## config.mk

```make
export PLATFORM = sky130hd
export DESIGN_NAME = periph_core
export DESIGN_NICKNAME = d
export VERILOG_FILES = /design/src/hw/bus_pkg.sv /design/src/hw/periph_pkg.sv /design/src/hw/wb_decoder.sv /design/src/hw/sys_ctrl.sv /design/src/hw/gpio_bank.sv /design/src/hw/pwm_timer.sv /design/src/hw/periph_core.sv
export SDC_FILE = /design/constraint.sdc
export NUM_CORES = 1
export LEC_CHECK = 0
export ABC_AREA = 1
export BUFFER_PORTS_ARGS = -buffer_cell sky130_fd_sc_hd__clkbuf_2
export CAP_MARGIN = 20
export CORE_UTILIZATION = 64
export CTS_CLUSTER_SIZE = 25
export DETAILED_ROUTE_END_ITERATION = 8
export HOLD_SLACK_MARGIN = 0.08
export PLACE_DENSITY = 0.85
export RECOVER_POWER = 100
export SYNTH_ARGS = -nofsm -noshare
export SYNTH_HDL_FRONTEND = slang
export SYNTH_SLANG_ARGS = --single-unit
```

## constraint.sdc

```tcl
create_clock -name i_clk -period 6.2 [get_ports i_clk]
set_input_delay 1.24 -clock i_clk [delete_from_list [all_inputs] [get_ports i_clk]]
set_output_delay 1.24 -clock i_clk [all_outputs]
set_load 0.02 [all_outputs]
```

## src/hw/bus_pkg.sv

```systemverilog
// Wishbone request and response types, region map, bus FSM states and access type

package bus_pkg;

   // ******************************
   // Bus geometry
   // ******************************
   localparam int DATA_W  = 32;
   localparam int ADR_W   = 6;
   localparam int OFF_W   = 4;
   // Upper address bits select the region
   localparam int RGN_LSB = OFF_W;

   typedef struct packed {
      logic              cyc;
      logic              stb;
      logic              we;
      logic [ADR_W-1:0]  adr;
      logic [DATA_W-1:0] dat;
   } wb_req_t;

   typedef struct packed {
      logic [DATA_W-1:0] dat;
      logic              ack;
      logic              err;
   } wb_rsp_t;

   typedef enum logic [1:0] {
      RGN_SYS  = 2'd0,
      RGN_GPIO = 2'd1,
      RGN_PWM  = 2'd2,
      RGN_NONE = 2'd3
   } region_e;

   typedef enum logic {
      ST_IDLE = 1'b0,
      ST_ACK  = 1'b1
   } bus_state_e;

   // Decoded access handed to one peripheral
   typedef struct packed {
      logic              wr;
      logic [OFF_W-1:0]  off;
      logic [DATA_W-1:0] wdat;
   } reg_acc_t;

endpackage

```

## src/hw/periph_pkg.sv

```systemverilog
// Peripheral widths, register offset maps, version value and interrupt bit positions

package periph_pkg;

   localparam int GPIO_W = 32;
   localparam int IRQ_W  = 8;

   localparam logic [31:0] SYS_VERSION = 32'h0001_0100;

   // ******************************
   // Register offsets
   // ******************************
   typedef enum logic [3:0] {
      SYS_VER     = 4'd0,
      SYS_SCRATCH = 4'd1,
      SYS_STATUS  = 4'd2,
      SYS_SWIRQ   = 4'd3
   } sys_reg_e;

   typedef enum logic [3:0] {
      GPIO_IN  = 4'd0,
      GPIO_OUT = 4'd1,
      GPIO_OE  = 4'd2,
      GPIO_IE  = 4'd3,
      GPIO_IS  = 4'd4
   } gpio_reg_e;

   typedef enum logic [3:0] {
      PWM_CNTR = 4'd0,
      PWM_HRC  = 4'd1,
      PWM_LRC  = 4'd2,
      PWM_CTRL = 4'd3
   } pwm_reg_e;

   // Interrupt vector bit positions
   localparam int IRQ_GPIO = 0;
   localparam int IRQ_PWM  = 1;
   localparam int IRQ_SW3  = 2;
   localparam int IRQ_SW4  = 3;

endpackage

```

## src/hw/wb_decoder.sv

```systemverilog
// Wishbone slave controller with region decode, single-cycle ack and read data mux
`timescale 1ns/10ps

module wb_decoder (
   input  logic                        i_clk,
   input  logic                        i_rst_n,
   input  bus_pkg::wb_req_t            i_req,
   output bus_pkg::wb_rsp_t            o_rsp,
   output bus_pkg::reg_acc_t           o_sys_acc,
   output bus_pkg::reg_acc_t           o_gpio_acc,
   output bus_pkg::reg_acc_t           o_pwm_acc,
   input  logic [bus_pkg::DATA_W-1:0]  i_sys_rdat,
   input  logic [bus_pkg::DATA_W-1:0]  i_gpio_rdat,
   input  logic [bus_pkg::DATA_W-1:0]  i_pwm_rdat
);

   bus_pkg::bus_state_e         state;
   bus_pkg::bus_state_e         state_n;
   bus_pkg::region_e            region;
   bus_pkg::reg_acc_t           acc;
   bus_pkg::wb_rsp_t            rsp_q;
   logic                        take;
   logic [bus_pkg::DATA_W-1:0]  rdat_sel;

   assign region = bus_pkg::region_e'(i_req.adr[bus_pkg::ADR_W-1:bus_pkg::RGN_LSB]);

   // New request only accepted in idle
   assign take = (state == bus_pkg::ST_IDLE) && i_req.cyc && i_req.stb;

   // ******************************
   // Access fan-out
   // ******************************
   always_comb begin
      acc.wr   = take && i_req.we;
      acc.off  = i_req.adr[bus_pkg::OFF_W-1:0];
      acc.wdat = i_req.dat;

      o_sys_acc     = acc;
      o_gpio_acc    = acc;
      o_pwm_acc     = acc;
      o_sys_acc.wr  = acc.wr && (region == bus_pkg::RGN_SYS);
      o_gpio_acc.wr = acc.wr && (region == bus_pkg::RGN_GPIO);
      o_pwm_acc.wr  = acc.wr && (region == bus_pkg::RGN_PWM);
   end

   always_comb begin
      case (region)
         bus_pkg::RGN_SYS:  rdat_sel = i_sys_rdat;
         bus_pkg::RGN_GPIO: rdat_sel = i_gpio_rdat;
         bus_pkg::RGN_PWM:  rdat_sel = i_pwm_rdat;
         default:           rdat_sel = '0;
      endcase
   end

   // ******************************
   // Bus FSM
   // ******************************
   always_comb begin
      state_n = state;
      case (state)
         bus_pkg::ST_IDLE: if (take) state_n = bus_pkg::ST_ACK;
         bus_pkg::ST_ACK:  state_n = bus_pkg::ST_IDLE;
         default:          state_n = bus_pkg::ST_IDLE;
      endcase
   end

   always_ff @(posedge i_clk) begin
      if (!i_rst_n) begin
         state <= bus_pkg::ST_IDLE;
         rsp_q <= '0;
      end else begin
         state     <= state_n;
         rsp_q.ack <= take;
         rsp_q.err <= take && (region == bus_pkg::RGN_NONE);
         if (take) begin
            rsp_q.dat <= rdat_sel;
         end
      end
   end

   assign o_rsp = rsp_q;

endmodule

```

## src/hw/sys_ctrl.sv

```systemverilog
// System controller registers and interrupt vector assembly
`timescale 1ns/10ps

module sys_ctrl (
   input  logic                            i_clk,
   input  logic                            i_rst_n,
   input  bus_pkg::reg_acc_t               i_acc,
   output logic [bus_pkg::DATA_W-1:0]      o_rdat,
   input  logic                            i_init_done,
   input  logic                            i_init_error,
   input  logic                            i_gpio_irq,
   input  logic                            i_pwm_irq,
   output logic [periph_pkg::IRQ_W-1:0]    o_irq
);

   periph_pkg::sys_reg_e         reg_sel;
   logic [bus_pkg::DATA_W-1:0]   scratch;
   // bit 0 drives sw3, bit 1 drives sw4
   logic [1:0]                   sw_irq;

   assign reg_sel = periph_pkg::sys_reg_e'(i_acc.off);

   always_ff @(posedge i_clk) begin
      if (!i_rst_n) begin
         scratch <= '0;
         sw_irq  <= '0;
      end else if (i_acc.wr) begin
         if (reg_sel == periph_pkg::SYS_SCRATCH) scratch <= i_acc.wdat;
         if (reg_sel == periph_pkg::SYS_SWIRQ)   sw_irq  <= i_acc.wdat[1:0];
      end
   end

   always_comb begin
      case (reg_sel)
         periph_pkg::SYS_VER:     o_rdat = periph_pkg::SYS_VERSION;
         periph_pkg::SYS_SCRATCH: o_rdat = scratch;
         periph_pkg::SYS_STATUS:  o_rdat = {30'd0, i_init_error, i_init_done};
         periph_pkg::SYS_SWIRQ:   o_rdat = {30'd0, sw_irq};
         default:                 o_rdat = '0;
      endcase
   end

   // Interrupt vector
   always_comb begin
      o_irq                       = '0;
      o_irq[periph_pkg::IRQ_GPIO] = i_gpio_irq;
      o_irq[periph_pkg::IRQ_PWM]  = i_pwm_irq;
      o_irq[periph_pkg::IRQ_SW3]  = sw_irq[0];
      o_irq[periph_pkg::IRQ_SW4]  = sw_irq[1];
   end

endmodule

```

## src/hw/gpio_bank.sv

```systemverilog
// GPIO output, output enable, input sampling and rising-edge interrupt registers
`timescale 1ns/10ps

module gpio_bank (
   input  logic                             i_clk,
   input  logic                             i_rst_n,
   input  bus_pkg::reg_acc_t                i_acc,
   output logic [bus_pkg::DATA_W-1:0]       o_rdat,
   input  logic [periph_pkg::GPIO_W-1:0]    i_gpio,
   output logic [periph_pkg::GPIO_W-1:0]    o_gpio,
   output logic [periph_pkg::GPIO_W-1:0]    o_gpio_oe,
   output logic                             o_irq
);

   periph_pkg::gpio_reg_e                reg_sel;
   logic [periph_pkg::GPIO_W-1:0]        out_q;
   logic [periph_pkg::GPIO_W-1:0]        oe_q;
   logic [periph_pkg::GPIO_W-1:0]        ie_q;
   logic [periph_pkg::GPIO_W-1:0]        is_q;
   logic [periph_pkg::GPIO_W-1:0]        in_q;
   logic [periph_pkg::GPIO_W-1:0]        in_prev;
   logic [periph_pkg::GPIO_W-1:0]        rise;
   logic [periph_pkg::GPIO_W-1:0]        is_clr;

   assign reg_sel = periph_pkg::gpio_reg_e'(i_acc.off);

   // Edge against the previous sample
   assign rise   = in_q & ~in_prev;
   assign is_clr = (i_acc.wr && reg_sel == periph_pkg::GPIO_IS) ? i_acc.wdat : '0;

   // ******************************
   // Input sampling and status
   // ******************************
   always_ff @(posedge i_clk) begin
      if (!i_rst_n) begin
         in_q    <= '0;
         in_prev <= '0;
         is_q    <= '0;
      end else begin
         in_q    <= i_gpio;
         in_prev <= in_q;
         // New edges win over a same-cycle clear
         is_q    <= (is_q & ~is_clr) | (rise & ie_q);
      end
   end

   always_ff @(posedge i_clk) begin
      if (!i_rst_n) begin
         out_q <= '0;
         oe_q  <= '0;
         ie_q  <= '0;
      end else if (i_acc.wr) begin
         if (reg_sel == periph_pkg::GPIO_OUT) out_q <= i_acc.wdat;
         if (reg_sel == periph_pkg::GPIO_OE)  oe_q  <= i_acc.wdat;
         if (reg_sel == periph_pkg::GPIO_IE)  ie_q  <= i_acc.wdat;
      end
   end

   always_comb begin
      case (reg_sel)
         periph_pkg::GPIO_IN:  o_rdat = in_q;
         periph_pkg::GPIO_OUT: o_rdat = out_q;
         periph_pkg::GPIO_OE:  o_rdat = oe_q;
         periph_pkg::GPIO_IE:  o_rdat = ie_q;
         periph_pkg::GPIO_IS:  o_rdat = is_q;
         default:              o_rdat = '0;
      endcase
   end

   assign o_gpio    = out_q;
   assign o_gpio_oe = oe_q;
   assign o_irq     = |is_q;

endmodule

```

## src/hw/pwm_timer.sv

```systemverilog
// PWM counter with high and low reference registers and wrap interrupt
`timescale 1ns/10ps

module pwm_timer (
   input  logic                         i_clk,
   input  logic                         i_rst_n,
   input  bus_pkg::reg_acc_t            i_acc,
   output logic [bus_pkg::DATA_W-1:0]   o_rdat,
   output logic                         o_pwm,
   output logic                         o_irq
);

   periph_pkg::pwm_reg_e          reg_sel;
   logic [bus_pkg::DATA_W-1:0]    cntr;
   logic [bus_pkg::DATA_W-1:0]    hrc;
   logic [bus_pkg::DATA_W-1:0]    lrc;
   logic                          en;
   logic                          pend;
   logic                          wrap;
   logic                          ctrl_wr;

   assign reg_sel = periph_pkg::pwm_reg_e'(i_acc.off);
   assign ctrl_wr = i_acc.wr && (reg_sel == periph_pkg::PWM_CTRL);

   // Last count of the period is LRC-1
   assign wrap = en && (cntr >= lrc - 1'b1);

   // ******************************
   // Counter
   // ******************************
   always_ff @(posedge i_clk) begin
      if (!i_rst_n) begin
         cntr <= '0;
      end else if (i_acc.wr && reg_sel == periph_pkg::PWM_CNTR) begin
         cntr <= i_acc.wdat;
      end else if (wrap) begin
         cntr <= '0;
      end else if (en) begin
         cntr <= cntr + 1'b1;
      end
   end

   always_ff @(posedge i_clk) begin
      if (!i_rst_n) begin
         hrc  <= '0;
         lrc  <= '0;
         en   <= 1'b0;
         pend <= 1'b0;
      end else begin
         if (i_acc.wr && reg_sel == periph_pkg::PWM_HRC) hrc <= i_acc.wdat;
         if (i_acc.wr && reg_sel == periph_pkg::PWM_LRC) lrc <= i_acc.wdat;
         if (ctrl_wr) en <= i_acc.wdat[0];
         // Write with bit 1 low clears, a wrap sets
         pend <= (ctrl_wr ? (pend & i_acc.wdat[1]) : pend) | wrap;
      end
   end

   always_comb begin
      case (reg_sel)
         periph_pkg::PWM_CNTR: o_rdat = cntr;
         periph_pkg::PWM_HRC:  o_rdat = hrc;
         periph_pkg::PWM_LRC:  o_rdat = lrc;
         periph_pkg::PWM_CTRL: o_rdat = {30'd0, pend, en};
         default:              o_rdat = '0;
      endcase
   end

   // High for the first HRC counts of each period
   assign o_pwm = en && (cntr < hrc);
   assign o_irq = pend;

endmodule

```

## src/hw/periph_core.sv

```systemverilog
// Peripheral subsystem top level with bus controller, system controller, GPIO and PWM
`timescale 1ns/10ps

module periph_core (
   input  logic                             i_clk,
   input  logic                             i_rst_n,
   input  bus_pkg::wb_req_t                 i_req,
   output bus_pkg::wb_rsp_t                 o_rsp,
   input  logic [periph_pkg::GPIO_W-1:0]    i_gpio,
   output logic [periph_pkg::GPIO_W-1:0]    o_gpio,
   output logic [periph_pkg::GPIO_W-1:0]    o_gpio_oe,
   output logic                             o_pwm,
   input  logic                             i_init_done,
   input  logic                             i_init_error,
   output logic [periph_pkg::IRQ_W-1:0]     o_irq
);

   bus_pkg::reg_acc_t            sys_acc;
   bus_pkg::reg_acc_t            gpio_acc;
   bus_pkg::reg_acc_t            pwm_acc;
   logic [bus_pkg::DATA_W-1:0]   sys_rdat;
   logic [bus_pkg::DATA_W-1:0]   gpio_rdat;
   logic [bus_pkg::DATA_W-1:0]   pwm_rdat;
   logic                         gpio_irq;
   logic                         pwm_irq;

   wb_decoder u_wb_decoder (
      .i_clk       (i_clk),
      .i_rst_n     (i_rst_n),
      .i_req       (i_req),
      .o_rsp       (o_rsp),
      .o_sys_acc   (sys_acc),
      .o_gpio_acc  (gpio_acc),
      .o_pwm_acc   (pwm_acc),
      .i_sys_rdat  (sys_rdat),
      .i_gpio_rdat (gpio_rdat),
      .i_pwm_rdat  (pwm_rdat)
   );

   sys_ctrl u_sys_ctrl (
      .i_clk        (i_clk),
      .i_rst_n      (i_rst_n),
      .i_acc        (sys_acc),
      .o_rdat       (sys_rdat),
      .i_init_done  (i_init_done),
      .i_init_error (i_init_error),
      .i_gpio_irq   (gpio_irq),
      .i_pwm_irq    (pwm_irq),
      .o_irq        (o_irq)
   );

   // GPIO leaves as separate buses, pads live in the board wrapper
   gpio_bank u_gpio_bank (
      .i_clk     (i_clk),
      .i_rst_n   (i_rst_n),
      .i_acc     (gpio_acc),
      .o_rdat    (gpio_rdat),
      .i_gpio    (i_gpio),
      .o_gpio    (o_gpio),
      .o_gpio_oe (o_gpio_oe),
      .o_irq     (gpio_irq)
   );

   pwm_timer u_pwm_timer (
      .i_clk   (i_clk),
      .i_rst_n (i_rst_n),
      .i_acc   (pwm_acc),
      .o_rdat  (pwm_rdat),
      .o_pwm   (o_pwm),
      .o_irq   (pwm_irq)
   );

endmodule

```

==> impl_metrics.json, run 1 <==
{
  "cts_root_buffer": "clkbuf_16",
  "slew_violations": 214,
  "wl_per_cell_um": 19.6,
  "clock_path_buffers": 3,
  "yosys-top-cells-count": "530 x nand2_1, 359 x dfxtp_1, 245 x a21oi_1, 245 x inv_1, 223 x o21ai_0",
  "tns_ns": 0,
  "post-route-period-util_pct": 79.2,
  "synth.area.top_cells": "dfxtp_1 41%, nand2_1 11%, a21oi_1 7.0%",
  "n_fill_cell": 2132,
  "synth_edf_count": 0,
  "grt_pass1_wl_mm": 88.7,
  "ant_nets": 0,
  "numCtsBuffers": 37,
  "grt_max_degree": 111,
  "area_growth_pct": 11.2,
  "cts_tree": "yes",
  "hold_viol": 0,
  "fmax_mhz": 204,
  "hp-class": "register to register",
  "maxCapViolCount": 5,
  "grtUsageTotal_pct": 39.8,
  "crit_slowest_cell": "nor2_1",
  "die_area_sq_um": 27900,
  "drt-pass1-iter-count": 6,
  "post_cts_resized": 0,
  "yosysMostFrequentCell": "nand2_1",
  "synth_top_area_share_pct": 41.3,
  "netlist_instances": 2394,
  "wirelength_mm": 56.2,
  "dp_hpwl_mm": 37.9,
  "die_h_um": 167,
  "detailroute.via_count": 17700,
  "ctsHoldBuffers": 0,
  "ys_ff_latch": 359,
  "rr_startpoint": "u_pwm_timer.lrc[0]$_SDFFE_PN0P_",
  "final_nets": 2643,
  "cp.arrival_ns": 5.36,
  "cts_sinks": 359,
  "fin_worst_skew_ns": 0.0264,
  "ir_worst_vdd_mv": 0.266,
  "die_w_um": 167,
  "grt_pass1_vias": 16700,
  "grt_setup_unrepaired": "false",
  "ios": 184,
  "drc": 0,
  "violations": "capacitance limit, slew limit",
  "core_sq_um": 26400,
  "clk_pin_slew_worst_paths_ns": 0.06,
  "layout-drive-gt1-share_pct": 7.11,
  "period_needed_ns": 4.91,
  "h-tree-depth": 2,
  "gp_congestion": 0.988,
  "synth_area_sq_um": 17400,
  "final_cells": 2865,
  "cp.required_ns": 6.65,
  "clk_latency_ns": 0.55,
  "hold_start": "u_gpio_bank.in_q[27]$_SDFF_PN0_",
  "antenna_found_initial": 0,
  "crit_start": "i_req[36]",
  "drt-initial-drc-count": 2228,
  "status": "complete, but fails checks",
  "cts_setup_buffers": 0,
  "async_flop_share_pct": 0,
  "cp-end-kind": "register",
  "power_leakage_nw": 8.31,
  "worstMarginPinSlew_ns": 2.64,
  "synth_seq_area_share_pct": 41.3,
  "cpMostUsedCell": "clkbuf_1",
  "crit_fanout": 33,
  "initial_utilization_pct": 66.0,
  "rows": 59,
  "synth_top_area_cell": "dfxtp_1",
  "setup_viol": 0,
  "slew_headroom_pct": -77.4,
  "critPathMaxStageDelay_ns": 1.22,
  "io_buffers": 179,
  "start_kind": "primary input",
  "power.density_nw_per_um2": 253,
  "critical_path_class": "primary input to register",
  "dpl.cell_count": 2796,
  "syn_avg_cell_area_sq_um": 7.27,
  "ys_types": 44,
  "grt_overflow_total": 0,
  "crit_path_cell_trace": "clkbuf_1 > inv_1 > nor2_1 > nand2_1 > nor2_4 > clkbuf_1 > o21ai_0 > a21oi_1",
  "antenna-diode-count": 0,
  "synth_flop_cell": "dfxtp_1",
  "routed_via_density": 6.16,
  "ys.warnings.count": 0
}
## registers in the layout, summed over array words and instances (netlist names)
| register | cells |
|---|---|
| u_sys_ctrl.scratch | 32 |
| u_gpio_bank.in_prev | 32 |
| u_pwm_timer.cntr | 32 |
| u_gpio_bank.is_q | 32 |
| u_pwm_timer.o_irq | 1 |
| u_sys_ctrl.sw_irq | 2 |
| u_pwm_timer.hrc | 32 |
| u_wb_decoder.state | 1 |
| u_gpio_bank.ie_q | 32 |
| u_pwm_timer.en | 1 |
| u_wb_decoder.o_rsp | 34 |
| u_gpio_bank.o_gpio_oe | 32 |
| u_pwm_timer.lrc | 32 |
| u_gpio_bank.o_gpio | 32 |
| u_gpio_bank.in_q | 32 |
## layer usage
layer	vias to the layer above	share of wire [%]	global-route usage [%]
met2	1115	45	63.0
met1	8228	41	53.5
met5	-	0	0
met3	156	11	7.77
met4	0	3.1	15.4
li1	8162	-	-
## cell usage in the layout, fill, tap and decap left out, types with 4 or more instances in the layout
cell / n
nor2_1: 182
o21a_1: 19
clkbuf_8: 5
nor2_2: 4
o21ai_0: 229
nand3_1: 71
o22ai_1: 35
xor2_1: 37
nor4_1: 9
o211ai_1: 16
nand3b_1: 30
clkinv_2: 11
clkbuf_16: 38
ha_1: 65
conb_1: 4
nor3_1: 26
nand2_1: 533
clkbuf_2: 74
o21ai_1: 8
a211oi_1: 66
clkbuf_1: 115
a21oi_1: 245
nand4_1: 17
inv_2: 6
xnor2_1: 7
o221ai_1: 20
buf_4: 11
bufinv_16: 4
or2_2: 5
nor2_4: 6
dfxtp_1: 359
inv_1: 247
## report_power, final
group | internal (mW) | switching, mW
logic | 0.0504 | 0.165
registers | 2.33 | 0.0157
clock network | 1.36 | 0.967
total | 3.74 | 1.15
## final timing paths
path	endpoint	cells after the start	slack (ns)
worst max-delay path	u_gpio_bank.o_gpio[1]$_SDFFE_PN0P_	8	1.29
worst min register to register	u_gpio_bank.in_prev[27]$_SDFF_PN0_	2	0.45
worst min-delay path	u_gpio_bank.in_prev[27]$_SDFF_PN0_	2	0.45
worst max register to register	u_pwm_timer.cntr[15]$_SDFFE_PN0P_	24	1.57
## per-stage QoR
| stage | cell area, sq um | setup slack, ns | hold slack, ns | utilization, % | total power, mW |
|---|---|---|---|---|---|
| 5_1_grt | 19400 | 1.09 | 0.457 | 73.4 | 5.01 |
| 3_5_place_dp | 18300 | 2.23 | 0.435 | 69.3 | 2.60 |
| 3_3_place_gp | 18300 | 2.07 | 0.429 | 69.3 | 2.60 |
| 2_1_floorplan | 17400 | 3.17 | 0.407 | - | 2.52 |
| 6_report | 19400 | 1.29 | 0.445 | 73.4 | 4.89 |
| 4_1_cts | 19500 | 2.41 | 0.446 | 74.1 | 4.88 |
## critical path, delay by kind of cell
family,cells,cell delay [ns]
simple gates,3,2.42
buf+inv,3,1.22
compound gates,2,0.47
## kinds of logic (layout without fill, tap and decap cells)
group / after synthesis / count (layout) / share of synthesized area, %
AOI/OAI and AO/OA: 643 / 643 / 20.7
xor gates and xnor gates: 44 / 44 / 2.21
adders and majority gates: 65 / 65 / 4.67
buffers and inverters: 387 / 520 / 8.92
DFF: 359 / 359 / 41.3
other: 1 / 4 / 0.0215
and+or+nand+nor: 895 / 895 / 22.2
## area by class of cell
type	instances	area (sq um)	area share, %
clock buffers	49	1040	5.39
clock inverters	19	228	1.18
multi-input cells	1651	8630	44.6
repair buffers	195	882	4.56
flip-flops and latches	359	7190	37.1
inverters	257	967	5.00
well taps	335	419	2.17
(Power assumes the default switching activity.)
==> run 2: changes to the inputs <==
CORE_UTILIZATION = 59   (was 64)
PLACE_DENSITY = 0.79   (was 0.85)
clock period = 5.1 ns   (was 6.2 ns; I/O delays follow)
==> run 2 against run 1 <==
  * The run still ends with capacitance limit, slew limit left
  * Flip-flop and latch count unchanged
  * Count of clock-buffer cells in the layout up 9
  * Final area grew 1.7%
  * Core utilization shrank 5.2 points
  * Critical endpoint is now u_pwm_timer.cntr[5]$_SDFFE_PN0P_
  * Non-clock buffer count increased by 7
  * Register-to-register slack got worse by 0.71 ns
  * Clock power is 30% higher
  * Highest routed layer unchanged
  * Sequential power rose by 21%
==> impl_metrics.json, run 2 (synthesized netlist as in run 1, its figures left out) <==
{
  "status": "complete, but fails checks",
  "violations": "capacitance limit, slew limit",
  "drt-pass1-iter-count": 5,
  "gp_congestion": 0.963,
  "layout-drive-gt1-share_pct": 8.15,
  "power.total_mw": 6.16,
  "wirelength_mm": 57.1,
  "clk_pin_slew_worst_paths_ns": 0.06,
  "sw_frac_of_total_pct": 23.3,
  "combPwrFrac_pct": 4.4,
  "detailroute.via_count": 17300,
  "cts_tree": "yes",
  "critical_path_class": "register to register",
  "rows": 62,
  "ios": 184,
  "antenna_found_initial": 2,
  "die_w_um": 174,
  "setup_viol": 0,
  "crit_path_cell_trace": "inv_1 > ha_1 > nand3_2 > nor2_1 > nand2_1 > nor2_1 > nand3_2 > nor2_1 > nand2_1 > nor2_1 > nand2_1 > xor2_1 > ha_1 > nand2_1 > nor2_1 > nand2_1 > inv_1 > a21oi_1 > nand3_2 > inv_1 > nand2_1 > a21oi_1",
  "slew_headroom_pct": -82.5,
  "start_kind": "register",
  "cp.arrival_ns": 4.71,
  "pwr-share-clk_pct": 49.3,
  "numCtsBuffers": 39,
  "fmax_mhz": 236,
  "crit_fanout": 18,
  "core_sq_um": 28900,
  "largest_reg_flops": 34,
  "power_leakage_nw": 8.45,
  "placed_area_sq_um": 18400,
  "ant_nets": 0,
  "internal_power_mw": 4.72,
  "cp.required_ns": 5.57,
  "maxCapViolCount": 1,
  "period_needed_ns": 4.24,
  "clk_latency_ns": 0.56,
  "die_area_sq_um": 30200,
  "cts_setup_buffers": 0,
  "fin_hold_ws_ns": 0.440,
  "cp-end-kind": "register",
  "final_nets": 2652,
  "layout_common_cells": "532 x nand2_1, 359 x dfxtp_1, 245 x inv_1, 245 x a21oi_1, 231 x o21ai_0",
  "grtUsageTotal_pct": 37.2,
  "clock_path_buffers": 3,
  "ir_worst_vdd_mv": 0.294,
  "drt-initial-drc-count": 2062,
  "grt_max_degree": 109,
  "io_buffers": 179,
  "post-route-util_pct": 68.2,
  "hold_viol": 0,
  "critPathMaxStageDelay_ns": 0.43,
  "hp-class": "register to register",
  "post-route-period-util_pct": 83.2,
  "cpMostUsedCell": "nand2_1",
  "drc": 0,
  "power.density_nw_per_um2": 313,
  "ctsHoldBuffers": 0,
  "grt_overflow_total": 0,
  "routed_via_density": 5.90,
  "n_fill_cell": 2587,
  "wl_per_cell_um": 19.5,
  "seq_power_share_pct": 46.3,
  "slew_violations": 67,
  "final_common_cell": "nand2_1",
  "post_cts_resized": 0,
  "grt_pass1_wl_mm": 89.0,
  "final_area_sq_um": 19700,
  "tns_ns": 0,
  "grt_pass1_vias": 16200,
  "fin_worst_skew_ns": 0.0225,
  "worstMarginPinSlew_ns": 2.74,
  "grt_setup_unrepaired": "false",
  "dp_hpwl_mm": 39.4,
  "h-tree-depth": 2,
  "area_growth_pct": 13.1,
  "cts_root_buffer": "clkbuf_16",
  "initial_utilization_pct": 60.3,
  "p_sw_mw": 1.43,
  "cts_sinks": 359,
  "die_h_um": 174,
  "crit_slowest_cell": "nand3_2"
}
## run 2: changes by cell type in the layout (fill, tap and decap cells not counted), moves of 3 or more
| cell | previous run | this run |
|---|---|---|
| buf_4 | 11 | 20 |
| clkbuf_1 | 115 | 107 |
| clkbuf_8 | 5 | 15 |
| clkinv_2 | 11 | 8 |
## run 2: final cells by class
class,instances,area (sq um),share of cell area [%]
Clock buffer,58,1220,6.19
Tap cell,384,480,2.44
Multi-Input combinational cell,1651,8660,44.0
Antenna cell,1,2.50,0.0127
Inverter,257,967,4.91
Clock inverter,14,188,0.954
Timing Repair Buffer,202,976,4.96
Sequential cell,359,7190,36.5
## run 2: metal layers
metal	GRT usage [%]	share of wire [%]	vias up
met5	0	0	-
met4	11.5	2.3	0
met3	5.35	10	106
met2	57.6	44	885
met1	53.2	43	8097
li1	-	-	8187
## run 2: worst paths after layout
path | from | to | slack (ns) | depth (start not counted)
worst max-delay path | u_pwm_timer.lrc[0]$_SDFFE_PN0P_ | u_pwm_timer.cntr[5]$_SDFFE_PN0P_ | 0.86 | 22
worst min register to register | u_gpio_bank.in_q[25]$_SDFF_PN0_ | u_gpio_bank.in_prev[25]$_SDFF_PN0_ | 0.44 | 2
worst max register to register | u_pwm_timer.lrc[0]$_SDFFE_PN0P_ | u_pwm_timer.cntr[5]$_SDFFE_PN0P_ | 0.86 | 22
worst min-delay path | u_gpio_bank.in_q[25]$_SDFF_PN0_ | u_gpio_bank.in_prev[25]$_SDFF_PN0_ | 0.44 | 2
## run 2: metrics by stage
stage,std cells,setup slack (ns)
after floorplan,2397,2.07
after global placement,2851,1.40
after detailed placement,2851,1.29
after CTS,2923,1.23
after global routing,2926,0.419
final,2926,0.858
## run 2: power by group through the flow
stage / Clock, mW / Sequential [mW] / Combinational, mW
final: 3.03 / 2.85 / 0.274
after global routing: 3.16 / 2.85 / 0.291
after CTS: 3.04 / 2.85 / 0.260
after detailed placement: 0 / 2.91 / 0.259
after global placement: 0 / 2.91 / 0.255
after floorplan: 0 / 2.91 / 0.153
## run 2: critical path, delay by kind of cell (launching register included)
family | cells | cell delay, ns
adders and majority gates | 2 | 0.50
and+or+nand+nor | 14 | 2.29
AOI/OAI and AO/OA | 2 | 0.36
DFF | 1 | 0.31
buffers and inverters | 3 | 0.56
xor gates and xnor gates | 1 | 0.15
==> run 3: changes to the inputs <==
clock period = 4 ns   (was 5.1 ns; I/O delays follow)
==> run 3 against run 2 <==
  * The flow still finishes with violations (capacitance limit, slew limit)
  * Combinational power grew 24%
  * Die area is the same
  * Total power grew 22%
  * Core utilization shrank 0.52 points
  * Sequential power grew 27%
  * Sequential share of layout area grew 0.28 points
  * Register-to-register slack lost 0.49 ns
  * Critical path depth shrank 15
  * First-iteration DRC count grew 16%
  * Wire length shrank 2.0%
  * Largest cell class unchanged
  * Largest power group is now registers
==> impl_metrics.json, run 3 (synthesized netlist as in run 1, its figures left out) <==
{
  "status": "complete, but fails checks",
  "violations": "capacitance limit, slew limit",
  "clk_latency_ns": 0.55,
  "layout-drive-gt1-share_pct": 7.84,
  "clk_pin_slew_worst_paths_ns": 0.06,
  "grt_pass1_vias": 16100,
  "cts_setup_buffers": 0,
  "power_leakage_nw": 8.37,
  "final_nets": 2658,
  "placed_area_sq_um": 18500,
  "layout_common_cells": "530 x nand2_1, 359 x dfxtp_1, 247 x inv_1",
  "cts_sinks": 359,
  "maxCapViolCount": 2,
  "worstMarginPinSlew_ns": 2.47,
  "crit_slowest_cell": "nor3_2",
  "cts_tree": "yes",
  "post-route-util_pct": 67.7,
  "wl_per_cell_um": 19.2,
  "grt_overflow_total": 0,
  "grt_setup_unrepaired": "false",
  "h-tree-depth": 2,
  "grtUsageTotal_pct": 36.5,
  "die_area_sq_um": 30200,
  "fmax_mhz": 272,
  "drt-initial-drc-count": 2401,
  "die_w_um": 174,
  "dp_hpwl_mm": 39.1,
  "post-route-period-util_pct": 91.9,
  "largest_reg_flops": 34,
  "cp.required_ns": 4.43,
  "ant_nets": 0,
  "grt_max_degree": 210,
  "cp-end-kind": "register",
  "drc": 0,
  "grt_pass1_wl_mm": 88.0,
  "post_cts_resized": 0,
  "ios": 184,
  "gp_congestion": 0.976,
  "wirelength_mm": 56.0,
  "power.total_mw": 7.48,
  "path_buf_inv": 2,
  "area_growth_pct": 12.2,
  "multi_input_area_sq_um": 8660,
  "critical_path.top_delay_family": "simple AND/OR/NAND/NOR gates",
  "numCtsBuffers": 38,
  "slew_headroom_pct": -64.8,
  "ctsHoldBuffers": 0,
  "critical_path_class": "primary input to register",
  "n_fill_cell": 2600,
  "initial_utilization_pct": 60.3,
  "period_needed_ns": 3.68,
  "power.density_nw_per_um2": 383,
  "final_area_sq_um": 19500,
  "setup_viol": 0,
  "critPathMaxStageDelay_ns": 1.16,
  "cp.arrival_ns": 4.11,
  "crit_path_cell_trace": "clkbuf_1 > nor2_1 > nand3_4 > nor3_2 > clkbuf_2 > nor2_1 > a211oi_1",
  "rows": 62,
  "tns_ns": 0,
  "antenna_found_initial": 1,
  "crit_fanout": 44,
  "detailroute.via_count": 17400,
  "routed_via_density": 5.97,
  "clock_path_buffers": 3,
  "slew_violations": 286,
  "ir_worst_vdd_mv": 0.336,
  "core_sq_um": 28900,
  "io_buffers": 179,
  "drt-pass1-iter-count": 6,
  "final_common_cell": "nand2_1",
  "fin_worst_skew_ns": 0.0152,
  "cts_root_buffer": "clkbuf_16",
  "cpMostUsedCell": "nor2_1",
  "start_kind": "primary input",
  "regArea_sq_um": 7190,
  "die_h_um": 174,
  "hp-class": "primary input to register",
  "hold_viol": 0
}
run 3: tightest hold or removal path: cells and delay by family:
family        cells  cell delay, ns
buf+inv           2            0.11
simple gates      1            0.04
run 3: per-layer routing:
metal / GRT usage [%] / part of all wire, % / vias up
met1: 52.5 / 44 / 8195
met2: 55.5 / 44 / 927
met5: 0 / 0 / -
met3: 5.26 / 9.3 / 144
li1: - / - / 8173
met4: 13.5 / 3.2 / 0
run 3: path summary, 6_finish.rpt:
check	start	end	slack, ns	cells past startpoint
worst max register to register	u_pwm_timer.lrc[0]$_SDFFE_PN0P_	u_pwm_timer.cntr[1]$_SDFFE_PN0P_	0.37	22
worst max-delay path	i_req[35]	u_sys_ctrl.scratch[11]$_SDFFE_PN0P_	0.32	7
worst min-delay path	i_gpio[6]	u_gpio_bank.in_q[6]$_SDFF_PN0_	0.43	3
worst min register to register	u_gpio_bank.in_q[5]$_SDFF_PN0_	u_gpio_bank.in_prev[5]$_SDFF_PN0_	0.43	2
run 3: power breakdown:
group	switching (mW)	internal, mW	leakage (nW)
logic	0.258	0.0829	4.86
clock network	1.49	2.02	0.598
registers	0.0229	3.61	2.91
total	1.77	5.71	8.37
run 3: layout make-up:
type	instances	area share, %
clock inverters	9	0.711
diodes	1	0.0128
well taps	384	2.46
flip-flops and latches	359	36.8
repair buffers	209	5.22
clock buffers	53	5.52
inverters	257	4.94
multi-input cells	1651	44.3
run 3: metrics by stage:
stage | setup WS [ns] | hold slack (ns) | instances
finish | 0.322 | 0.432 | 2923
floorplan | 0.968 | 0.407 | 2397
CTS | 0.475 | 0.418 | 2922
detailed placement | 0.531 | 0.421 | 2860
global route | 0.0545 | 0.431 | 2922
global placement | 0.532 | 0.415 | 2860
